===== src/design/bru_pkg.sv =====
// -------------------------------------------------------------------------
// branch op encodings, payload widths and queue depth for the BRU issue
// queue; modules pull these in by import or by scoped name
// -------------------------------------------------------------------------
package bru_pkg;

    localparam int IQ_ENTRIES = 6;

    localparam int PC_WIDTH  = 32;
    localparam int IMM_WIDTH = 20;

    // branch and jump ops handled by the BRU
    typedef enum logic [3:0] {
        JALR   = 4'h0,
        JAL    = 4'h1,
        C_JALR = 4'h2,
        C_JAL  = 4'h3,
        BEQ    = 4'h4,
        BNE    = 4'h5,
        BLT    = 4'h6,
        BGE    = 4'h7,
        BLTU   = 4'h8,
        BGEU   = 4'h9,
        C_BEQZ = 4'ha,
        C_BNEZ = 4'hb,
        LUI    = 4'hc,
        AUIPC  = 4'hd
    } bru_op_e;

endpackage


===== src/design/prf_pkg.sv =====
// -------------------------------------------------------------------------
// physical register file and ROB sizing shared by the issue queue
// low bits of a register number pick its bank, the rest is the upper part
// -------------------------------------------------------------------------
package prf_pkg;

    localparam int LOG_PR_COUNT = 7;

    // one writeback lane per register file bank
    localparam int PRF_BANK_COUNT     = 4;
    localparam int LOG_PRF_BANK_COUNT = 2;
    localparam int UPPER_PR_WIDTH     = LOG_PR_COUNT - LOG_PRF_BANK_COUNT;

    localparam int LOG_ROB_ENTRIES = 7;

endpackage


===== src/design/iq_entry_array.sv =====
`timescale 1ns/1ps
// -------------------------------------------------------------------------
// entry storage for the collapsing BRU issue queue
// enqueue fills the lowest free slot; on issue, entries from the granted
// slot upward take the entry above, so index order is age order
// -------------------------------------------------------------------------
module iq_entry_array (
    input  logic                                              CLK,
    input  logic                                              nRST,

    input  logic                                              iq_enq_valid,
    input  bru_pkg::bru_op_e                                  iq_enq_op,
    input  logic [bru_pkg::PC_WIDTH-1:0]                      iq_enq_PC,
    input  logic [bru_pkg::IMM_WIDTH-1:0]                     iq_enq_imm20,
    input  logic [prf_pkg::LOG_PR_COUNT-1:0]                  iq_enq_A_PR,
    input  logic                                              iq_enq_A_ready,
    input  logic                                              iq_enq_A_unneeded_or_is_zero,
    input  logic [prf_pkg::LOG_PR_COUNT-1:0]                  iq_enq_B_PR,
    input  logic                                              iq_enq_B_ready,
    input  logic                                              iq_enq_B_unneeded_or_is_zero,
    input  logic [prf_pkg::LOG_PR_COUNT-1:0]                  iq_enq_dest_PR,
    input  logic [prf_pkg::LOG_ROB_ENTRIES-1:0]               iq_enq_ROB_index,

    input  logic [bru_pkg::IQ_ENTRIES-1:0]                    shift_mask,
    input  logic [bru_pkg::IQ_ENTRIES-1:0]                    A_forward_by_entry,
    input  logic [bru_pkg::IQ_ENTRIES-1:0]                    B_forward_by_entry,

    output logic                                              iq_enq_ready,

    output logic [bru_pkg::IQ_ENTRIES-1:0]                    valid_by_entry,
    output bru_pkg::bru_op_e [bru_pkg::IQ_ENTRIES-1:0]        op_by_entry,
    output logic [bru_pkg::IQ_ENTRIES-1:0][bru_pkg::PC_WIDTH-1:0]  PC_by_entry,
    output logic [bru_pkg::IQ_ENTRIES-1:0][bru_pkg::IMM_WIDTH-1:0] imm20_by_entry,
    output logic [bru_pkg::IQ_ENTRIES-1:0][prf_pkg::LOG_PR_COUNT-1:0] A_PR_by_entry,
    output logic [bru_pkg::IQ_ENTRIES-1:0]                    A_ready_by_entry,
    output logic [bru_pkg::IQ_ENTRIES-1:0]                    A_unneeded_by_entry,
    output logic [bru_pkg::IQ_ENTRIES-1:0][prf_pkg::LOG_PR_COUNT-1:0] B_PR_by_entry,
    output logic [bru_pkg::IQ_ENTRIES-1:0]                    B_ready_by_entry,
    output logic [bru_pkg::IQ_ENTRIES-1:0]                    B_unneeded_by_entry,
    output logic [bru_pkg::IQ_ENTRIES-1:0][prf_pkg::LOG_PR_COUNT-1:0] dest_PR_by_entry,
    output logic [bru_pkg::IQ_ENTRIES-1:0][prf_pkg::LOG_ROB_ENTRIES-1:0] ROB_index_by_entry
);

    import bru_pkg::*;

    logic [IQ_ENTRIES-1:0] free_by_entry;
    logic [IQ_ENTRIES-1:0] enq_one_hot;
    logic [IQ_ENTRIES-1:0] keep_by_entry;
    logic [IQ_ENTRIES-1:0] pull_by_entry;
    logic [IQ_ENTRIES-1:0] enq_by_entry;

    // -------------------------------------------------------------------------
    // slot choice

    assign free_by_entry = ~valid_by_entry;
    assign iq_enq_ready  = |free_by_entry;

    // lowest free slot
    assign enq_one_hot = free_by_entry & (~free_by_entry + 1'b1)
        & {IQ_ENTRIES{iq_enq_valid}};

    assign keep_by_entry = valid_by_entry & ~shift_mask;
    assign pull_by_entry = shift_mask & (valid_by_entry >> 1);

    // if the slot below is shifting, the new op drops into it instead
    assign enq_by_entry = (~shift_mask & enq_one_hot)
        | (shift_mask & (enq_one_hot >> 1));

    // -------------------------------------------------------------------------
    // valid and ready state

    always_ff @(posedge CLK, negedge nRST) begin
        if (~nRST) begin
            valid_by_entry   <= '0;
            A_ready_by_entry <= '0;
            B_ready_by_entry <= '0;
        end else begin
            valid_by_entry <= keep_by_entry | pull_by_entry | enq_by_entry;
            for (int i = 0; i < IQ_ENTRIES; i++) begin
                if (enq_by_entry[i]) begin
                    A_ready_by_entry[i] <= iq_enq_A_ready;
                    B_ready_by_entry[i] <= iq_enq_B_ready;
                end else if (keep_by_entry[i]) begin
                    A_ready_by_entry[i] <= A_ready_by_entry[i] | A_forward_by_entry[i];
                    B_ready_by_entry[i] <= B_ready_by_entry[i] | B_forward_by_entry[i];
                end
            end
            // forwards follow the entry as it moves down
            for (int i = 0; i < IQ_ENTRIES-1; i++) begin
                if (pull_by_entry[i]) begin
                    A_ready_by_entry[i] <= A_ready_by_entry[i+1] | A_forward_by_entry[i+1];
                    B_ready_by_entry[i] <= B_ready_by_entry[i+1] | B_forward_by_entry[i+1];
                end
            end
        end
    end

    // -------------------------------------------------------------------------
    // payload of kept entries simply holds

    always_ff @(posedge CLK) begin
        for (int i = 0; i < IQ_ENTRIES; i++) begin
            if (enq_by_entry[i]) begin
                op_by_entry[i]         <= iq_enq_op;
                PC_by_entry[i]         <= iq_enq_PC;
                imm20_by_entry[i]      <= iq_enq_imm20;
                A_PR_by_entry[i]       <= iq_enq_A_PR;
                A_unneeded_by_entry[i] <= iq_enq_A_unneeded_or_is_zero;
                B_PR_by_entry[i]       <= iq_enq_B_PR;
                B_unneeded_by_entry[i] <= iq_enq_B_unneeded_or_is_zero;
                dest_PR_by_entry[i]    <= iq_enq_dest_PR;
                ROB_index_by_entry[i]  <= iq_enq_ROB_index;
            end
        end
        for (int i = 0; i < IQ_ENTRIES-1; i++) begin
            if (pull_by_entry[i]) begin
                op_by_entry[i]         <= op_by_entry[i+1];
                PC_by_entry[i]         <= PC_by_entry[i+1];
                imm20_by_entry[i]      <= imm20_by_entry[i+1];
                A_PR_by_entry[i]       <= A_PR_by_entry[i+1];
                A_unneeded_by_entry[i] <= A_unneeded_by_entry[i+1];
                B_PR_by_entry[i]       <= B_PR_by_entry[i+1];
                B_unneeded_by_entry[i] <= B_unneeded_by_entry[i+1];
                dest_PR_by_entry[i]    <= dest_PR_by_entry[i+1];
                ROB_index_by_entry[i]  <= ROB_index_by_entry[i+1];
            end
        end
    end

endmodule


===== src/design/wakeup_match.sv =====
`timescale 1ns/1ps
// -------------------------------------------------------------------------
// banked wakeup compare for every queue entry
// each source picks the writeback lane of its bank and matches upper bits
// -------------------------------------------------------------------------
module wakeup_match (
    input  logic [bru_pkg::IQ_ENTRIES-1:0][prf_pkg::LOG_PR_COUNT-1:0] A_PR_by_entry,
    input  logic [bru_pkg::IQ_ENTRIES-1:0][prf_pkg::LOG_PR_COUNT-1:0] B_PR_by_entry,

    input  logic [prf_pkg::PRF_BANK_COUNT-1:0]                        WB_bus_valid_by_bank,
    input  logic [prf_pkg::PRF_BANK_COUNT-1:0][prf_pkg::UPPER_PR_WIDTH-1:0]
                                                                      WB_bus_upper_PR_by_bank,

    output logic [bru_pkg::IQ_ENTRIES-1:0]                            A_forward_by_entry,
    output logic [bru_pkg::IQ_ENTRIES-1:0]                            B_forward_by_entry
);

    import prf_pkg::*;

    // lane lookup by bank bits, then upper compare
    function automatic logic pr_forward(input logic [LOG_PR_COUNT-1:0] pr);
        logic [LOG_PRF_BANK_COUNT-1:0] bank;
        bank = pr[LOG_PRF_BANK_COUNT-1:0];
        return WB_bus_valid_by_bank[bank]
            & (WB_bus_upper_PR_by_bank[bank] == pr[LOG_PR_COUNT-1:LOG_PRF_BANK_COUNT]);
    endfunction

    always_comb begin
        for (int i = 0; i < bru_pkg::IQ_ENTRIES; i++) begin
            A_forward_by_entry[i] = pr_forward(A_PR_by_entry[i]);
            B_forward_by_entry[i] = pr_forward(B_PR_by_entry[i]);
        end
    end

endmodule


===== src/design/issue_select.sv =====
`timescale 1ns/1ps
// -------------------------------------------------------------------------
// oldest-first arbiter for the shared issue port
// grants the lowest ready entry and marks it and everything above it for
// the collapse shift
// -------------------------------------------------------------------------
module issue_select (
    input  logic                           issue_ready,
    input  logic [bru_pkg::IQ_ENTRIES-1:0] valid_by_entry,

    input  logic [bru_pkg::IQ_ENTRIES-1:0] A_ready_by_entry,
    input  logic [bru_pkg::IQ_ENTRIES-1:0] A_forward_by_entry,
    input  logic [bru_pkg::IQ_ENTRIES-1:0] A_unneeded_by_entry,
    input  logic [bru_pkg::IQ_ENTRIES-1:0] B_ready_by_entry,
    input  logic [bru_pkg::IQ_ENTRIES-1:0] B_forward_by_entry,
    input  logic [bru_pkg::IQ_ENTRIES-1:0] B_unneeded_by_entry,

    output logic                           issue_valid,
    output logic [bru_pkg::IQ_ENTRIES-1:0] grant_one_hot,
    output logic [bru_pkg::IQ_ENTRIES-1:0] shift_mask
);

    import bru_pkg::*;

    logic [IQ_ENTRIES-1:0] req_by_entry;

    // both sources usable and port free
    assign req_by_entry = {IQ_ENTRIES{issue_ready}}
        & valid_by_entry
        & (A_ready_by_entry | A_forward_by_entry | A_unneeded_by_entry)
        & (B_ready_by_entry | B_forward_by_entry | B_unneeded_by_entry);

    assign issue_valid = |req_by_entry;

    // isolate lowest set bit
    assign grant_one_hot = req_by_entry & (~req_by_entry + 1'b1);

    // bits at and above the grant, or none without a grant
    assign shift_mask = ~(grant_one_hot - 1'b1);

endmodule


===== src/design/issue_mux.sv =====
`timescale 1ns/1ps
// -------------------------------------------------------------------------
// one-hot issue mux; ORs the granted entry onto the issue outputs and
// raises register file reads for sources not forwarded and not unneeded
// -------------------------------------------------------------------------
module issue_mux (
    input  logic [bru_pkg::IQ_ENTRIES-1:0]                            grant_one_hot,

    input  bru_pkg::bru_op_e [bru_pkg::IQ_ENTRIES-1:0]                op_by_entry,
    input  logic [bru_pkg::IQ_ENTRIES-1:0][bru_pkg::PC_WIDTH-1:0]     PC_by_entry,
    input  logic [bru_pkg::IQ_ENTRIES-1:0][bru_pkg::IMM_WIDTH-1:0]    imm20_by_entry,
    input  logic [bru_pkg::IQ_ENTRIES-1:0][prf_pkg::LOG_PR_COUNT-1:0] A_PR_by_entry,
    input  logic [bru_pkg::IQ_ENTRIES-1:0]                            A_unneeded_by_entry,
    input  logic [bru_pkg::IQ_ENTRIES-1:0][prf_pkg::LOG_PR_COUNT-1:0] B_PR_by_entry,
    input  logic [bru_pkg::IQ_ENTRIES-1:0]                            B_unneeded_by_entry,
    input  logic [bru_pkg::IQ_ENTRIES-1:0][prf_pkg::LOG_PR_COUNT-1:0] dest_PR_by_entry,
    input  logic [bru_pkg::IQ_ENTRIES-1:0][prf_pkg::LOG_ROB_ENTRIES-1:0] ROB_index_by_entry,
    input  logic [bru_pkg::IQ_ENTRIES-1:0]                            A_forward_by_entry,
    input  logic [bru_pkg::IQ_ENTRIES-1:0]                            B_forward_by_entry,

    output bru_pkg::bru_op_e                                          issue_op,
    output logic [bru_pkg::PC_WIDTH-1:0]                              issue_PC,
    output logic [bru_pkg::IMM_WIDTH-1:0]                             issue_imm20,
    output logic                                                      issue_A_forward,
    output logic                                                      issue_A_unneeded_or_is_zero,
    output logic [prf_pkg::LOG_PRF_BANK_COUNT-1:0]                    issue_A_bank,
    output logic                                                      issue_B_forward,
    output logic                                                      issue_B_unneeded_or_is_zero,
    output logic [prf_pkg::LOG_PRF_BANK_COUNT-1:0]                    issue_B_bank,
    output logic [prf_pkg::LOG_PR_COUNT-1:0]                          issue_dest_PR,
    output logic [prf_pkg::LOG_ROB_ENTRIES-1:0]                       issue_ROB_index,

    output logic                                                      PRF_req_A_valid,
    output logic [prf_pkg::LOG_PR_COUNT-1:0]                          PRF_req_A_PR,
    output logic                                                      PRF_req_B_valid,
    output logic [prf_pkg::LOG_PR_COUNT-1:0]                          PRF_req_B_PR
);

    import bru_pkg::*;
    import prf_pkg::*;

    logic [$bits(bru_op_e)-1:0] op_bits;

    always_comb begin
        op_bits                     = '0;
        issue_PC                    = '0;
        issue_imm20                 = '0;
        issue_A_forward             = 1'b0;
        issue_A_unneeded_or_is_zero = 1'b0;
        issue_A_bank                = '0;
        issue_B_forward             = 1'b0;
        issue_B_unneeded_or_is_zero = 1'b0;
        issue_B_bank                = '0;
        issue_dest_PR               = '0;
        issue_ROB_index             = '0;
        PRF_req_A_valid             = 1'b0;
        PRF_req_A_PR                = '0;
        PRF_req_B_valid             = 1'b0;
        PRF_req_B_PR                = '0;
        for (int i = 0; i < IQ_ENTRIES; i++) begin
            if (grant_one_hot[i]) begin
                op_bits                     |= op_by_entry[i];
                issue_PC                    |= PC_by_entry[i];
                issue_imm20                 |= imm20_by_entry[i];
                issue_A_forward             |= A_forward_by_entry[i];
                issue_A_unneeded_or_is_zero |= A_unneeded_by_entry[i];
                issue_A_bank                |= A_PR_by_entry[i][LOG_PRF_BANK_COUNT-1:0];
                issue_B_forward             |= B_forward_by_entry[i];
                issue_B_unneeded_or_is_zero |= B_unneeded_by_entry[i];
                issue_B_bank                |= B_PR_by_entry[i][LOG_PRF_BANK_COUNT-1:0];
                issue_dest_PR               |= dest_PR_by_entry[i];
                issue_ROB_index             |= ROB_index_by_entry[i];
                // forwarded values come off the bypass, no read needed
                PRF_req_A_valid |= ~A_forward_by_entry[i] & ~A_unneeded_by_entry[i];
                PRF_req_A_PR    |= A_PR_by_entry[i];
                PRF_req_B_valid |= ~B_forward_by_entry[i] & ~B_unneeded_by_entry[i];
                PRF_req_B_PR    |= B_PR_by_entry[i];
            end
        end
        issue_op = bru_op_e'(op_bits);
    end

endmodule


===== src/design/bru_iq_top.sv =====
`timescale 1ns/1ps
// -------------------------------------------------------------------------
// branch resolution unit issue queue, six entries, collapsing
// ops enqueue with a ready level, wake up off the banked writeback bus and
// issue oldest first on one port along with register file read requests
// -------------------------------------------------------------------------
module bru_iq_top (
    input  logic                                   CLK,
    input  logic                                   nRST,

    // enqueue
    input  logic                                   iq_enq_valid,
    input  bru_pkg::bru_op_e                       iq_enq_op,
    input  logic [bru_pkg::PC_WIDTH-1:0]           iq_enq_PC,
    input  logic [bru_pkg::IMM_WIDTH-1:0]          iq_enq_imm20,
    input  logic [prf_pkg::LOG_PR_COUNT-1:0]       iq_enq_A_PR,
    input  logic                                   iq_enq_A_ready,
    input  logic                                   iq_enq_A_unneeded_or_is_zero,
    input  logic [prf_pkg::LOG_PR_COUNT-1:0]       iq_enq_B_PR,
    input  logic                                   iq_enq_B_ready,
    input  logic                                   iq_enq_B_unneeded_or_is_zero,
    input  logic [prf_pkg::LOG_PR_COUNT-1:0]       iq_enq_dest_PR,
    input  logic [prf_pkg::LOG_ROB_ENTRIES-1:0]    iq_enq_ROB_index,
    output logic                                   iq_enq_ready,

    // writeback bus
    input  logic [prf_pkg::PRF_BANK_COUNT-1:0]     WB_bus_valid_by_bank,
    input  logic [prf_pkg::PRF_BANK_COUNT-1:0][prf_pkg::UPPER_PR_WIDTH-1:0]
                                                   WB_bus_upper_PR_by_bank,

    // issue
    input  logic                                   issue_ready,
    output logic                                   issue_valid,
    output bru_pkg::bru_op_e                       issue_op,
    output logic [bru_pkg::PC_WIDTH-1:0]           issue_PC,
    output logic [bru_pkg::IMM_WIDTH-1:0]          issue_imm20,
    output logic                                   issue_A_forward,
    output logic                                   issue_A_unneeded_or_is_zero,
    output logic [prf_pkg::LOG_PRF_BANK_COUNT-1:0] issue_A_bank,
    output logic                                   issue_B_forward,
    output logic                                   issue_B_unneeded_or_is_zero,
    output logic [prf_pkg::LOG_PRF_BANK_COUNT-1:0] issue_B_bank,
    output logic [prf_pkg::LOG_PR_COUNT-1:0]       issue_dest_PR,
    output logic [prf_pkg::LOG_ROB_ENTRIES-1:0]    issue_ROB_index,

    // register file reads
    output logic                                   PRF_req_A_valid,
    output logic [prf_pkg::LOG_PR_COUNT-1:0]       PRF_req_A_PR,
    output logic                                   PRF_req_B_valid,
    output logic [prf_pkg::LOG_PR_COUNT-1:0]       PRF_req_B_PR
);

    import bru_pkg::*;
    import prf_pkg::*;

    // stored entries
    logic [IQ_ENTRIES-1:0]                      valid_by_entry;
    bru_op_e [IQ_ENTRIES-1:0]                   op_by_entry;
    logic [IQ_ENTRIES-1:0][PC_WIDTH-1:0]        PC_by_entry;
    logic [IQ_ENTRIES-1:0][IMM_WIDTH-1:0]       imm20_by_entry;
    logic [IQ_ENTRIES-1:0][LOG_PR_COUNT-1:0]    A_PR_by_entry;
    logic [IQ_ENTRIES-1:0]                      A_ready_by_entry;
    logic [IQ_ENTRIES-1:0]                      A_unneeded_by_entry;
    logic [IQ_ENTRIES-1:0][LOG_PR_COUNT-1:0]    B_PR_by_entry;
    logic [IQ_ENTRIES-1:0]                      B_ready_by_entry;
    logic [IQ_ENTRIES-1:0]                      B_unneeded_by_entry;
    logic [IQ_ENTRIES-1:0][LOG_PR_COUNT-1:0]    dest_PR_by_entry;
    logic [IQ_ENTRIES-1:0][LOG_ROB_ENTRIES-1:0] ROB_index_by_entry;

    // wakeup and select
    logic [IQ_ENTRIES-1:0]                      A_forward_by_entry;
    logic [IQ_ENTRIES-1:0]                      B_forward_by_entry;
    logic [IQ_ENTRIES-1:0]                      grant_one_hot;
    logic [IQ_ENTRIES-1:0]                      shift_mask;

    iq_entry_array i_entries (.*);

    wakeup_match i_wakeup (.*);

    issue_select i_select (.*);

    issue_mux i_mux (.*);

endmodule


===== config.mk =====
export PLATFORM = sky130hd
export DESIGN_NAME = bru_iq_top
export DESIGN_NICKNAME = d
export VERILOG_FILES = /design/src/design/bru_pkg.sv /design/src/design/prf_pkg.sv /design/src/design/iq_entry_array.sv /design/src/design/wakeup_match.sv /design/src/design/issue_select.sv /design/src/design/issue_mux.sv /design/src/design/bru_iq_top.sv
export SDC_FILE = /design/constraint.sdc
export NUM_CORES = 1
export LEC_CHECK = 0
export ABC_CLOCK_PERIOD_IN_PS = 12800
export CELL_PAD_IN_SITES_DETAIL_PLACEMENT = 2
export CELL_PAD_IN_SITES_GLOBAL_PLACEMENT = 2
export CORE_MARGIN = 3
export CORE_UTILIZATION = 35
export CTS_BUF_LIST = sky130_fd_sc_hd__clkbuf_4
export DETAILED_ROUTE_END_ITERATION = 10
export DONT_BUFFER_PORTS = 1
export MAX_ROUTING_LAYER = met4
export PLACE_DENSITY_LB_ADDON = 0.1
export SETUP_SLACK_MARGIN = 0.3
export SYNTH_ARGS = -nofsm -noshare
export SYNTH_HDL_FRONTEND = slang
export SYNTH_SLANG_ARGS = --single-unit

===== constraint.sdc =====
create_clock -name CLK -period 12.8 [get_ports CLK]
set_input_delay 1.28 -clock CLK [delete_from_list [all_inputs] [get_ports CLK]]
set_output_delay 1.28 -clock CLK [all_outputs]
set_load 0.005 [all_outputs]

### After elaboration in Yosys (flattened, before gate mapping)

Cells that the tools add are included.

* bits in registers: 534
* word-level logic and storage cells: 526
* input port bits: 116

* $add $sub $neg: 3
* magnitude comparators: 12
* equality and inequality tests: 12
* multiplexer cells: 262
* bitwise operators: 157
* reduce and logical (&&, ||, !) cells: 13

Operators with widths (number)
* two-way mux 32 bit: 16
* two-way mux 7 bit: 64
* two-way mux 20 bit: 16
* OR 32 bit: 5
* OR 7 bit: 20
* binary-select mux 5 bit (select 2 bit): 12
* two-way mux 1 bit: 102
* OR 20 bit: 5
* two-way mux 4 bit: 16
* == test 5 bit: 12
* two-way mux 5 bit: 12
* bitwise AND 6 bit: 8
* OR 1 bit: 42
* OR 6 bit: 7
* less-than comparator 2 x 3 -> 1 bit, second input constant: 12
* inverter 6 bit: 5
* bitwise AND 1 bit: 24
* binary-select mux 1 bit (select 2 bit): 12
* two-way mux 2 bit: 12
* inverter 1 bit: 24
* OR 2 bit: 10
* OR 4 bit: 5
* nonzero test 3 bit: 5
* adder 6 x 1 -> 6 bit, second input constant: 2
* 4 further kinds: 11

### Logic depth before layout (Yosys ltp)

Gate-level depths: netlist of run 1.

* word-level depth: 22
* mapped depth: 14
* mapped depth without buffers: 9

### By module

From an unflattened synthesis of run 1, not the netlist that was laid out.

* cell total of the unflattened synthesis: 1786
* area, all modules: 28063.2 um^2

By module, submodules not included
* iq_entry_array: cells each 1128, sequential area each 15945.3 um^2, times used 1, area each 21777.1 um^2
* issue_mux: cells each 436, sequential area each 0.0 um^2, times used 1, area each 3248.1 um^2
* wakeup_match: cells each 192, sequential area each 0.0 um^2, times used 1, area each 2793.9 um^2
* issue_select: cells each 30, sequential area each 0.0 um^2, times used 1, area each 244.0 um^2

### Least setup slack after synthesis of run 1

OpenSTA, ideal clock, no wires.

* path kind: input-to-reg
* from: in WB_bus_upper_PR_by_bank[4] (netlist name)
* to: reg i_entries.A_PR_by_entry[10] (netlist name) (enable)
* library setup time: 0.649 ns
* data required time: 12.151 ns
* cell stages on the path: 10
* buffers on the path: 3
* data arrival time: 9.314 ns
* path slack: 2.837 ns
* cell sequence: xor2_1 o32a_1 or3_1 a2111oi_4 o21a_1 buf_6 buf_2 buf_2 nor2_1 o21ai_0

* word-level cells in the longest chain between the ends: 17
* elaborated cells between the ends (all ways): 33

Ends and longest elaborated chain
* start, declared: RTL line bru_iq_top.sv:29 `WB_bus_upper_PR_by_bank,`
* binary-select mux 5 bit (select 2 bit): RTL line wakeup_match.sv:25 `& (WB_bus_upper_PR_by_bank[bank] == pr[LOG_PR_COUNT-1:LOG_PRF_BANK_COUNT]);`
* two-way mux 5 bit (not written as such): RTL line wakeup_match.sv:25
* == test 5 bit: RTL line wakeup_match.sv:25
* bitwise AND 1 bit: RTL line wakeup_match.sv:25
* OR 6 bit (2 in series): RTL line issue_select.sv:30 `& (A_ready_by_entry | A_forward_by_entry | A_unneeded_by_entry)`
* bitwise AND 6 bit: RTL line issue_select.sv:30
* bitwise AND 6 bit (*): RTL line issue_select.sv:31 `& (B_ready_by_entry | B_forward_by_entry | B_unneeded_by_entry);`
* inverter 6 bit: RTL line issue_select.sv:36 `assign grant_one_hot = req_by_entry & (~req_by_entry + 1'b1);`
* adder 6 x 1 -> 6 bit: RTL line issue_select.sv:36
* bitwise AND 6 bit (*): RTL line issue_select.sv:36
* subtractor 6 x 1 -> 6 bit (*): RTL line issue_select.sv:39 `assign shift_mask = ~(grant_one_hot - 1'b1);`
* inverter 6 bit (*): RTL line issue_select.sv:39
* inverter 6 bit: RTL line iq_entry_array.sv:66 `assign enq_by_entry = (~shift_mask & enq_one_hot)`
* bitwise AND 6 bit: RTL line iq_entry_array.sv:66
* OR 6 bit: RTL line iq_entry_array.sv:67 `| (shift_mask & (enq_one_hot >> 1));`
* nonzero test 2 bit (no source line) (*)
* end signal, assigned by index: RTL line iq_entry_array.sv:107 `A_PR_by_entry[i] <= iq_enq_A_PR;`
* end signal, assigned by index: RTL line iq_entry_array.sv:120 `A_PR_by_entry[i] <= A_PR_by_entry[i+1];`
* end, declared: RTL line iq_entry_array.sv:34 `output logic [bru_pkg::IQ_ENTRIES-1:0][prf_pkg::LOG_PR_COUNT-1:0] A_PR_by_entry,`

Every way passes the cells marked *; elsewhere a longest branch is shown, timed or not. The select of a mux whose other input is x is not followed.
A chain may end at the register's enable or synchronous reset.

### Final worst setup path of run 1

* from: reg i_entries.B_PR_by_entry[22] (netlist name)
* to: out issue_imm20[1] (netlist name)

* word-level cells in the longest chain between the ends: 15
* elaborated cells between the ends (all ways): 17

Ends and longest elaborated chain
* start, declared: RTL line iq_entry_array.sv:37 `output logic [bru_pkg::IQ_ENTRIES-1:0][prf_pkg::LOG_PR_COUNT-1:0] B_PR_by_entry,`
* start signal, assigned by index: RTL line iq_entry_array.sv:109 `B_PR_by_entry[i] <= iq_enq_B_PR;`
* start signal, assigned by index: RTL line iq_entry_array.sv:122 `B_PR_by_entry[i] <= B_PR_by_entry[i+1];`
* binary-select mux 5 bit (select 2 bit): RTL line wakeup_match.sv:25
* two-way mux 5 bit (not written as such): RTL line wakeup_match.sv:25
* == test 5 bit: RTL line wakeup_match.sv:25
* bitwise AND 1 bit (*): RTL line wakeup_match.sv:25
* OR 6 bit (*) (2 in series): RTL line issue_select.sv:31
* bitwise AND 6 bit (*): RTL line issue_select.sv:31
* inverter 6 bit: RTL line issue_select.sv:36
* adder 6 x 1 -> 6 bit: RTL line issue_select.sv:36
* bitwise AND 6 bit (*): RTL line issue_select.sv:36
* two-way mux 20 bit: RTL line issue_mux.sv:61 `if (grant_one_hot[i]) begin`
* OR 20 bit: RTL line issue_mux.sv:64 `issue_imm20 |= imm20_by_entry[i];`
* two-way mux 20 bit: RTL line issue_mux.sv:61
* OR 20 bit: RTL line issue_mux.sv:64
* two-way mux 20 bit (*): RTL line issue_mux.sv:61
* end, declared: RTL line bru_iq_top.sv:36 `output logic [bru_pkg::IMM_WIDTH-1:0] issue_imm20,`

Marked as above.

==> results of run 1 <==
stage by stage:
step                      utilization, %  area, µm²  hold slack [ns]
after floorplan                        -      27700            0.468
after global placement              36.7      28600            0.499
after detailed placement            36.7      28600            0.518
after CTS                           39.3      30600            0.224
after global routing                39.3      30600            0.247
final                               39.3      30600            0.385
cells by family (layout without fill, tap and decap cells):
| logic type | after synthesis | in the layout | synth area share [%] |
|---|---|---|---|
| compound gates | 281 | 281 | 9.25 |
| xor+xnor | 90 | 90 | 2.84 |
| buf+inv | 183 | 318 | 3.03 |
| flops | 534 | 534 | 57.5 |
| mux | 500 | 500 | 22.1 |
| other cells | 0 | 3 | 0 |
| simple gates | 336 | 336 | 5.22 |
cells in the final DEF (no fill, tap or decap), types with 18 or more instances in the layout:
master	synthesis	final
xor2_1	54	54
clkbuf_4	0	242
nor2_1	50	48
edfxtp_1	516	516
a222oi_1	84	84
mux2_2	423	423
mux4_2	47	47
mux2i_1	24	23
xnor2_1	36	36
buf_4	6	30
a221o_1	88	88
nand2_1	216	214
dfrtp_1	18	18
path summary, 6_finish.rpt:
| kind | from | endpoint | slack [ns] | cells after the start |
|---|---|---|---|---|
| setup / recovery | i_entries.B_PR_by_entry[22]$_DFFE_PP_ | issue_imm20[1] | 4.51 | 9 |
| hold / removal | iq_enq_dest_PR[0] | i_entries.dest_PR_by_entry[35]$_DFFE_PP_ | 0.39 | 0 |
| setup reg to reg | i_entries.B_PR_by_entry[1]$_DFFE_PP_ | i_entries.PC_by_entry[111]$_DFFE_PP_ | 6.23 | 11 |
| hold reg to reg | i_entries.B_ready_by_entry[2]$_DFFE_PN0P_ | i_entries.B_ready_by_entry[2]$_DFFE_PN0P_ | 0.53 | 1 |
| max in group asynchronous | nRST | i_entries.valid_by_entry[1]$_DFF_PN0_ | 11.11 | 1 |
| min in group asynchronous | nRST | i_entries.A_ready_by_entry[4]$_DFFE_PN0P_ | 0.97 | 1 |
final cells by class:
cell class,instances,share of cell area (%)
clock buffers,242,5.93
repair buffers,31,0.768
inverters,18,0.221
flip-flops and latches,534,52.1
diodes,3,0.0245
well taps,1040,4.25
clock inverters,27,0.625
multi-input cells,1207,36.1
flip-flops by register name, indices dropped and copies added, names as in the netlist:
name,count
i_entries.A_ready_by_entry,6
i_entries.dest_PR_by_entry,42
i_entries.A_unneeded_by_entry,6
i_entries.B_PR_by_entry,42
i_entries.valid_by_entry,6
i_entries.imm20_by_entry,120
i_entries.A_PR_by_entry,42
i_entries.B_ready_by_entry,6
i_entries.PC_by_entry,192
i_entries.ROB_index_by_entry,42
i_entries.B_unneeded_by_entry,6
i_entries.op_by_entry,24
where the power goes:
part           switching [mW]  internal (mW)  leakage [nW]  total, mW
clock network           0.783          0.896          1.20       1.68
logic                    1.81           1.09          4.28       2.90
registers               0.441           2.77          4.99       3.21
what timing repair did:
item,CTS,global route
endpoints found under the hold margin,18,0
hold buffers,1,0
gates resized for setup,0,0
layer usage:
metal,wire length [µm],global-route usage [%]
met2,47200,38.6
met1,43400,31.6
met4,2340,7.64
met3,6070,5.34
met5,0,-
==> summary.md, run 1 <==
| Metric | Value |
|---|---|
| DRC viols | `0` |
| Syn Inst Count | `between 1500 and 2000` |
| Mapped Area | `about 0.028 mm²` |
| Slowest cell on crit path | `nor2_4` |
| Run status | `finished clean` |
| Depth of the CTS H-tree | `4` |
| Drt wl/cell | `31.9 µm` |
| Antenna violations before repair | `2` |
| Placer Congestion | `0.849` |
| Max-slew headroom | `12.0%` |
| Tmin final | `8.29 ns` |
| Fin. Hold Viols | `0` |
| I/O Buffers | `0` |
| Highest cell delay on the worst timing path | `1.25 ns` |
| Row count | `102` |
| Synth Net Count | `roughly 2000` |
| Final setup vio count | `0` |
| Count leader, synth | `edfxtp_1` |
| Worst path most repeated cell | `a32oi_1` |
| Nets | `~2100` |
| Global-route wire length before repair | `144000 µm` |
| DR vias/cell | `approximately 5.9` |
| Clk pin slew, worst setup/hold paths | `0.06 ns` |
| Total track usage | `24.5%` |
| Post-synth cell types | `70` |
| CP Cell Sequence | `mux2i_1, xor2_1, a32oi_1, o21ai_0, a32oi_1, nand4_1, nor2_4, buf_4, a221o_1` |
| Register area | `0.0159 mm²` |
| Synth Flop Type | `edfxtp_1` |
| Post-synthesis sequential area ratio | `a little under three fifths` |
| Max-cap viol count | `0` |
| Total negative setup slack | `0 ns` |
| PD cells | `about 250 mW/mm²` |
| Die area | `0.0826 mm²` |
| Fmax | `0.121 GHz` |
| Root Buffer | `clkbuf_4` |
| Synth top cells by count | `edfxtp_1 (516), mux2_2 (423), nand2_1 (216), clkbuf_1 (102), a221o_1 (88)` |
| Vias in the first global route | `20407` |
| # Post-CTS Setup Buffers | `0` |
| Total power | `7.79 mW` |
| Area share of the largest cell type after synthesis | `55.9%` |
| Pre-CTS WS | `5.13 ns` |
| Critical Path Sink Type | `output port` |
| Die Ht | `287 µm` |
| Routed Antenna Nets | `0` |
| Final Slew Violations | `0` |
| Non-Filler Instances | `3102` |
| Post-synth EDFFs | `516` |
| Final Cycle Share | `between 60% and 70%` |
| Multi-input logic area | `0.0111 mm²` |
| Top delay family on crit path | `simple AND/OR/NAND/NOR gates` |
| Leakage | `10.5 nW` |
| Crit Path Category | `flop to output port` |
| Area delta synth->final | `10.5%` |
| Core ar. | `approximately 0.078 mm²` |
| Worst Setup Slack, final | `4.51 ns` |
| Drt initial violations | `1599` |
| Layout cell share with drive strength beyond 1 | `38.2%` |
| Worst setup SP type | `flop` |
| Post-Route WL | `around 99000 µm` |
| Cts bufs inserted | `158` |
| RSZ-0062 raised after global routing | `no` |
| Maximum VDD drop | `127 µV` |
| Congestion Overflow GR | `0` |
| Io pins | `212` |
| Worst path required time | `~12 ns` |
| TritonCTS clock tree | `done` |
| Buffers plus inverters on the worst setup path | `1` |
| Critical path arrival | `7.01 ns` |
| Area leader, netlist | `edfxtp_1` |
| Min-delay worst type | `input pin to flop` |
| Synth Warn # | `0` |
| Starting Density | `35.5%` |
| Num Clock Sinks | `534` |
| Vias | `18359` |
| DP Wirelength | `58100 µm` |
| CTS Buffer Depth | `3` |
| Fillers | `7765` |
| Crit-path max FO | `58` |
| Drt pass-1 iters | `6` |
| Async set or reset register ratio after synthesis | `3.37%` |
| Placed insts | `between 2000 and 3000` |
| Die Width | `287 µm` |
| Clock Skew | `0.0757 ns` |
| Dominant cells by area after synthesis | `edfxtp_1 (56%), mux2_2 (17%), mux4_2 (3.8%), a221o_1 (3.2%), a222oi_1 (3.0%)` |
| Worst skew pair latency | `0.99 ns` |
| #FFs+latches synth | `534` |
| Slew @ Worst Pin | `between 1 and 1.5 ns` |
| Pin count of the biggest net entering global routing | `61` |
| Avg Cell Area, Syn | `14.4 µm²` |
No activity file was read; power rests on OpenSTA's default activity.
==> run 2, diff against run 1 <==
Settings changed: ABC_CLOCK_PERIOD_IN_PS 12800 to 8300.
Clock period 12.8 ns to 8.3 ns, I/O delays scaled along.
==> summary.md, run 2 (synthesized netlist as in run 1, its figures left out) <==
| Metric | Value |
|---|---|
| Run status | `finished clean` |
| Crit Path Category | `flop to output port` |
| Routed Antenna Nets | `0 (unchanged)` |
| Drt initial violations | `1686 (+5.4%)` |
| Tmin final | `approximately 6.9 ns` |
| R2R Path End | `i_entries.PC_by_entry[99]$_DFFE_PP_` |
| Final Cycle Share | `83.6%` |
| CP Cell Sequence | `mux4_2, xnor2_1, nand4_1, o21ai_0, o21a_4, buf_4, nor4_4, buf_4, nand2_1, nand2_1, a221o_1` |
| DR vias/cell | `5.87 (-0.87%)` |
| Depth of the CTS H-tree | `4 (unchanged)` |
| Worst r2r path cells | `10 (-1)` |
| PD cells | `379 mW/mm² (+49%)` |
| Clk pin slew, worst setup/hold paths | `0.06 ns (about the same)` |
| Placer Congestion | `0.840 (-1.1%)` |
| Die Width | `287 µm (unchanged)` |
| Reg2reg start | `i_entries.A_PR_by_entry[0]$_DFFE_PP_` |
| Final setup vio count | `0 (unchanged)` |
| Largest Register | `i_entries.PC_by_entry` |
| Register area | `0.0159 mm² (unchanged)` |
| Num Clock Sinks | `534 (unchanged)` |
| Vias in the first global route | `20761 (+1.7%)` |
| Most common cell after layout, fill and taps aside | `edfxtp_1` |
| Post-Route WL | `99100 µm (+0.13%)` |
| Nets | `2152 (+4.2%)` |
| Total negative setup slack | `0 ns (unchanged)` |
| Leading registers by flop count | `i_entries.PC_by_entry: 192 flops, i_entries.imm20_by_entry: 120 flops` |
| DP Wirelength | `58900 µm (+1.3%)` |
| DRC viols | `0 (unchanged)` |
| TritonCTS clock tree | `done` |
| Slowest cell on crit path | `buf_4` |
| RSZ-0062 raised after global routing | `no` |
| Io pins | `212 (unchanged)` |
| Crit. path cell count | `11 (+2)` |
| Finished Core Util | `40.5% (+1.2 points)` |
| Hold_sp | `iq_enq_B_ready` |
| Die Ht | `287 µm (unchanged)` |
| Starting Density | `35.5% (unchanged)` |
| Total power | `12.0 mW (+54%)` |
| Top delay family on crit path | `compound AO/OA/AOI/OAI gates` |
| Max-cap viol count | `0 (unchanged)` |
| Layout cell share with drive strength beyond 1 | `36.4% (-1.8 points)` |
| Worst setup SP type | `flop` |
| R2r setup slk | `2.48 ns (-3.75 ns)` |
| Row count | `102 (unchanged)` |
| Fillers | `7667 (-1.3%)` |
| CP endpoint | `issue_dest_PR[4]` |
| Fin area | `0.0316 mm² (+3.2%)` |
| Area delta synth->final | `14.0%` |
| Clock Skew | `0.0767 ns (+0.000983 ns)` |
| Max reg flops | `192 (unchanged)` |
| Worst path required time | `7.47 ns (-4.05 ns)` |
| Fmax | `approximately 0.14 GHz` |
| Cts bufs inserted | `155 (-1.9%)` |
| Antenna violations before repair | `5 (+3)` |
| Leakage | `10.8 nW (+3.6%)` |
| Congestion Overflow GR | `0 (unchanged)` |
| Buffers plus inverters on the worst setup path | `2 (+1)` |
| I/O Buffers | `0 (unchanged)` |
| Drt wl/cell | `31.0 µm (-2.8%)` |
| Die area | `0.0826 mm² (unchanged)` |
| Placed cell area | `0.0287 mm² (+0.37%)` |
| Total track usage | `24.8% (+0.27 points)` |
| # Post-CTS Setup Buffers | `0 (unchanged)` |
| Worst skew pair latency | `1.01 ns (+0.02 ns)` |
| Maximum VDD drop | `344 µV (+170%)` |
| Max-slew headroom | `21.6% (+9.6 points)` |
| Fin. Hold Viols | `0 (unchanged)` |
| Global-route wire length before repair | `146000 µm (+1.7%)` |
| Critical path arrival | `6.11 ns (-0.90 ns)` |
| Final Slew Violations | `0 (unchanged)` |
| Slew @ Worst Pin | `1.17 ns (-0.147 ns)` |
| Highest cell delay on the worst timing path | `0.85 ns (-0.40 ns)` |
| Critical Path Sink Type | `output port` |
| Root Buffer | `clkbuf_4` |
| Drt pass-1 iters | `6 (unchanged)` |
| Most frequent cells in the layout | `edfxtp_1 (516), mux2_2 (423), clkbuf_4 (231)` |
| Pin count of the biggest net entering global routing | `87 (+43%)` |
| CTS Buffer Depth | `3 (unchanged)` |
| Crit-path max FO | `63 (+8.6%)` |
| Multi-input logic area | `0.0111 mm² (about the same)` |
| Min-delay worst type | `input pin to flop` |
| Crit path from | `i_entries.A_PR_by_entry[0]$_DFFE_PP_` |
| Core ar. | `0.0780 mm² (unchanged)` |
| Vias | `18750 (+2.1%)` |
==> run 2: cell count changes in the layout (fill, tap and decap cells not counted), moves of 2 or more <==
cell / change
buf_4: -8
bufinv_16: -2
clkinv_2: +3
buf_12: +9
diode_2: +3
dlygate4sd3_1: +88
clkinv_1: +6
inv_8: +2
clkbuf_4: -11
inv_6: +4
==> run 2: cell type report <==
type / count / share of cell area, %
tap: 1040 / 4.12
sequential: 534 / 50.5
timing repair buffer: 120 / 3.91
clock buffer: 231 / 5.49
antenna: 6 / 0.0475
clock inverter: 40 / 0.729
multi-input combinational: 1207 / 35.0
inverter: 18 / 0.214
==> run 2: metrics by stage <==
step | setup WS [ns] | hold WS (ns) | std cells
floorplan | 0.561 | 0.468 | 1924
global placement | 2.14 | 0.503 | 2828
detailed placement | 2.24 | 0.515 | 2829
CTS | 1.16 | 0.0169 | 3189
global route | 0.911 | 0.0738 | 3195
finish | 1.36 | 0.167 | 3196
==> run 2: power by group <==
| group | leakage [nW] | switching [mW] | internal [mW] |
|---|---|---|---|
| registers | 4.99 | 0.665 | 4.26 |
| logic | 4.68 | 2.79 | 1.72 |
| clock network | 1.18 | 1.25 | 1.29 |
==> run 2: how the worst min path moves through the flow <==
stage                                                     end  slack (ns)  depth (start not counted)
global placement    i_entries.B_ready_by_entry[2]$_DFFE_PN0P_        0.50                          1
detailed placement  i_entries.B_ready_by_entry[2]$_DFFE_PN0P_        0.52                          1
floorplan           i_entries.A_ready_by_entry[2]$_DFFE_PN0P_        0.47                          1
global route        i_entries.B_ready_by_entry[1]$_DFFE_PN0P_        0.07                          2
CTS                 i_entries.B_ready_by_entry[1]$_DFFE_PN0P_        0.02                          2
finish              i_entries.B_ready_by_entry[1]$_DFFE_PN0P_        0.17                          2
==> run 2: what timing repair did <==
item | 4_1_cts | 5_1_grt
gates resized for setup | 0 | 0
endpoints found under the hold margin | 538 | 0
hold buffers | 89 | 0
==> run 2: routing by layer <==
| layer | wire length (µm) | track usage [%] | share of wire, % |
|---|---|---|---|
| met1 | 45100 | 32.8 | 45 |
| met2 | 46300 | 38.1 | 47 |
| met3 | 5400 | 5.23 | 5.5 |
| met4 | 2270 | 7.82 | 2.3 |
| met5 | 0 | - | 0 |
==> run 2: worst register-to-register path: stages (launching register included) <==
cell and delay (ns):
edfxtp_1 0.64, mux4_2 0.58, xnor2_1 0.23, nand4_1 0.24, o21ai_0 0.54, o21a_4 0.70, buf_4 0.85, nor3_2 0.27
a21oi_4 0.25, or2_4 0.61, buf_12 0.48
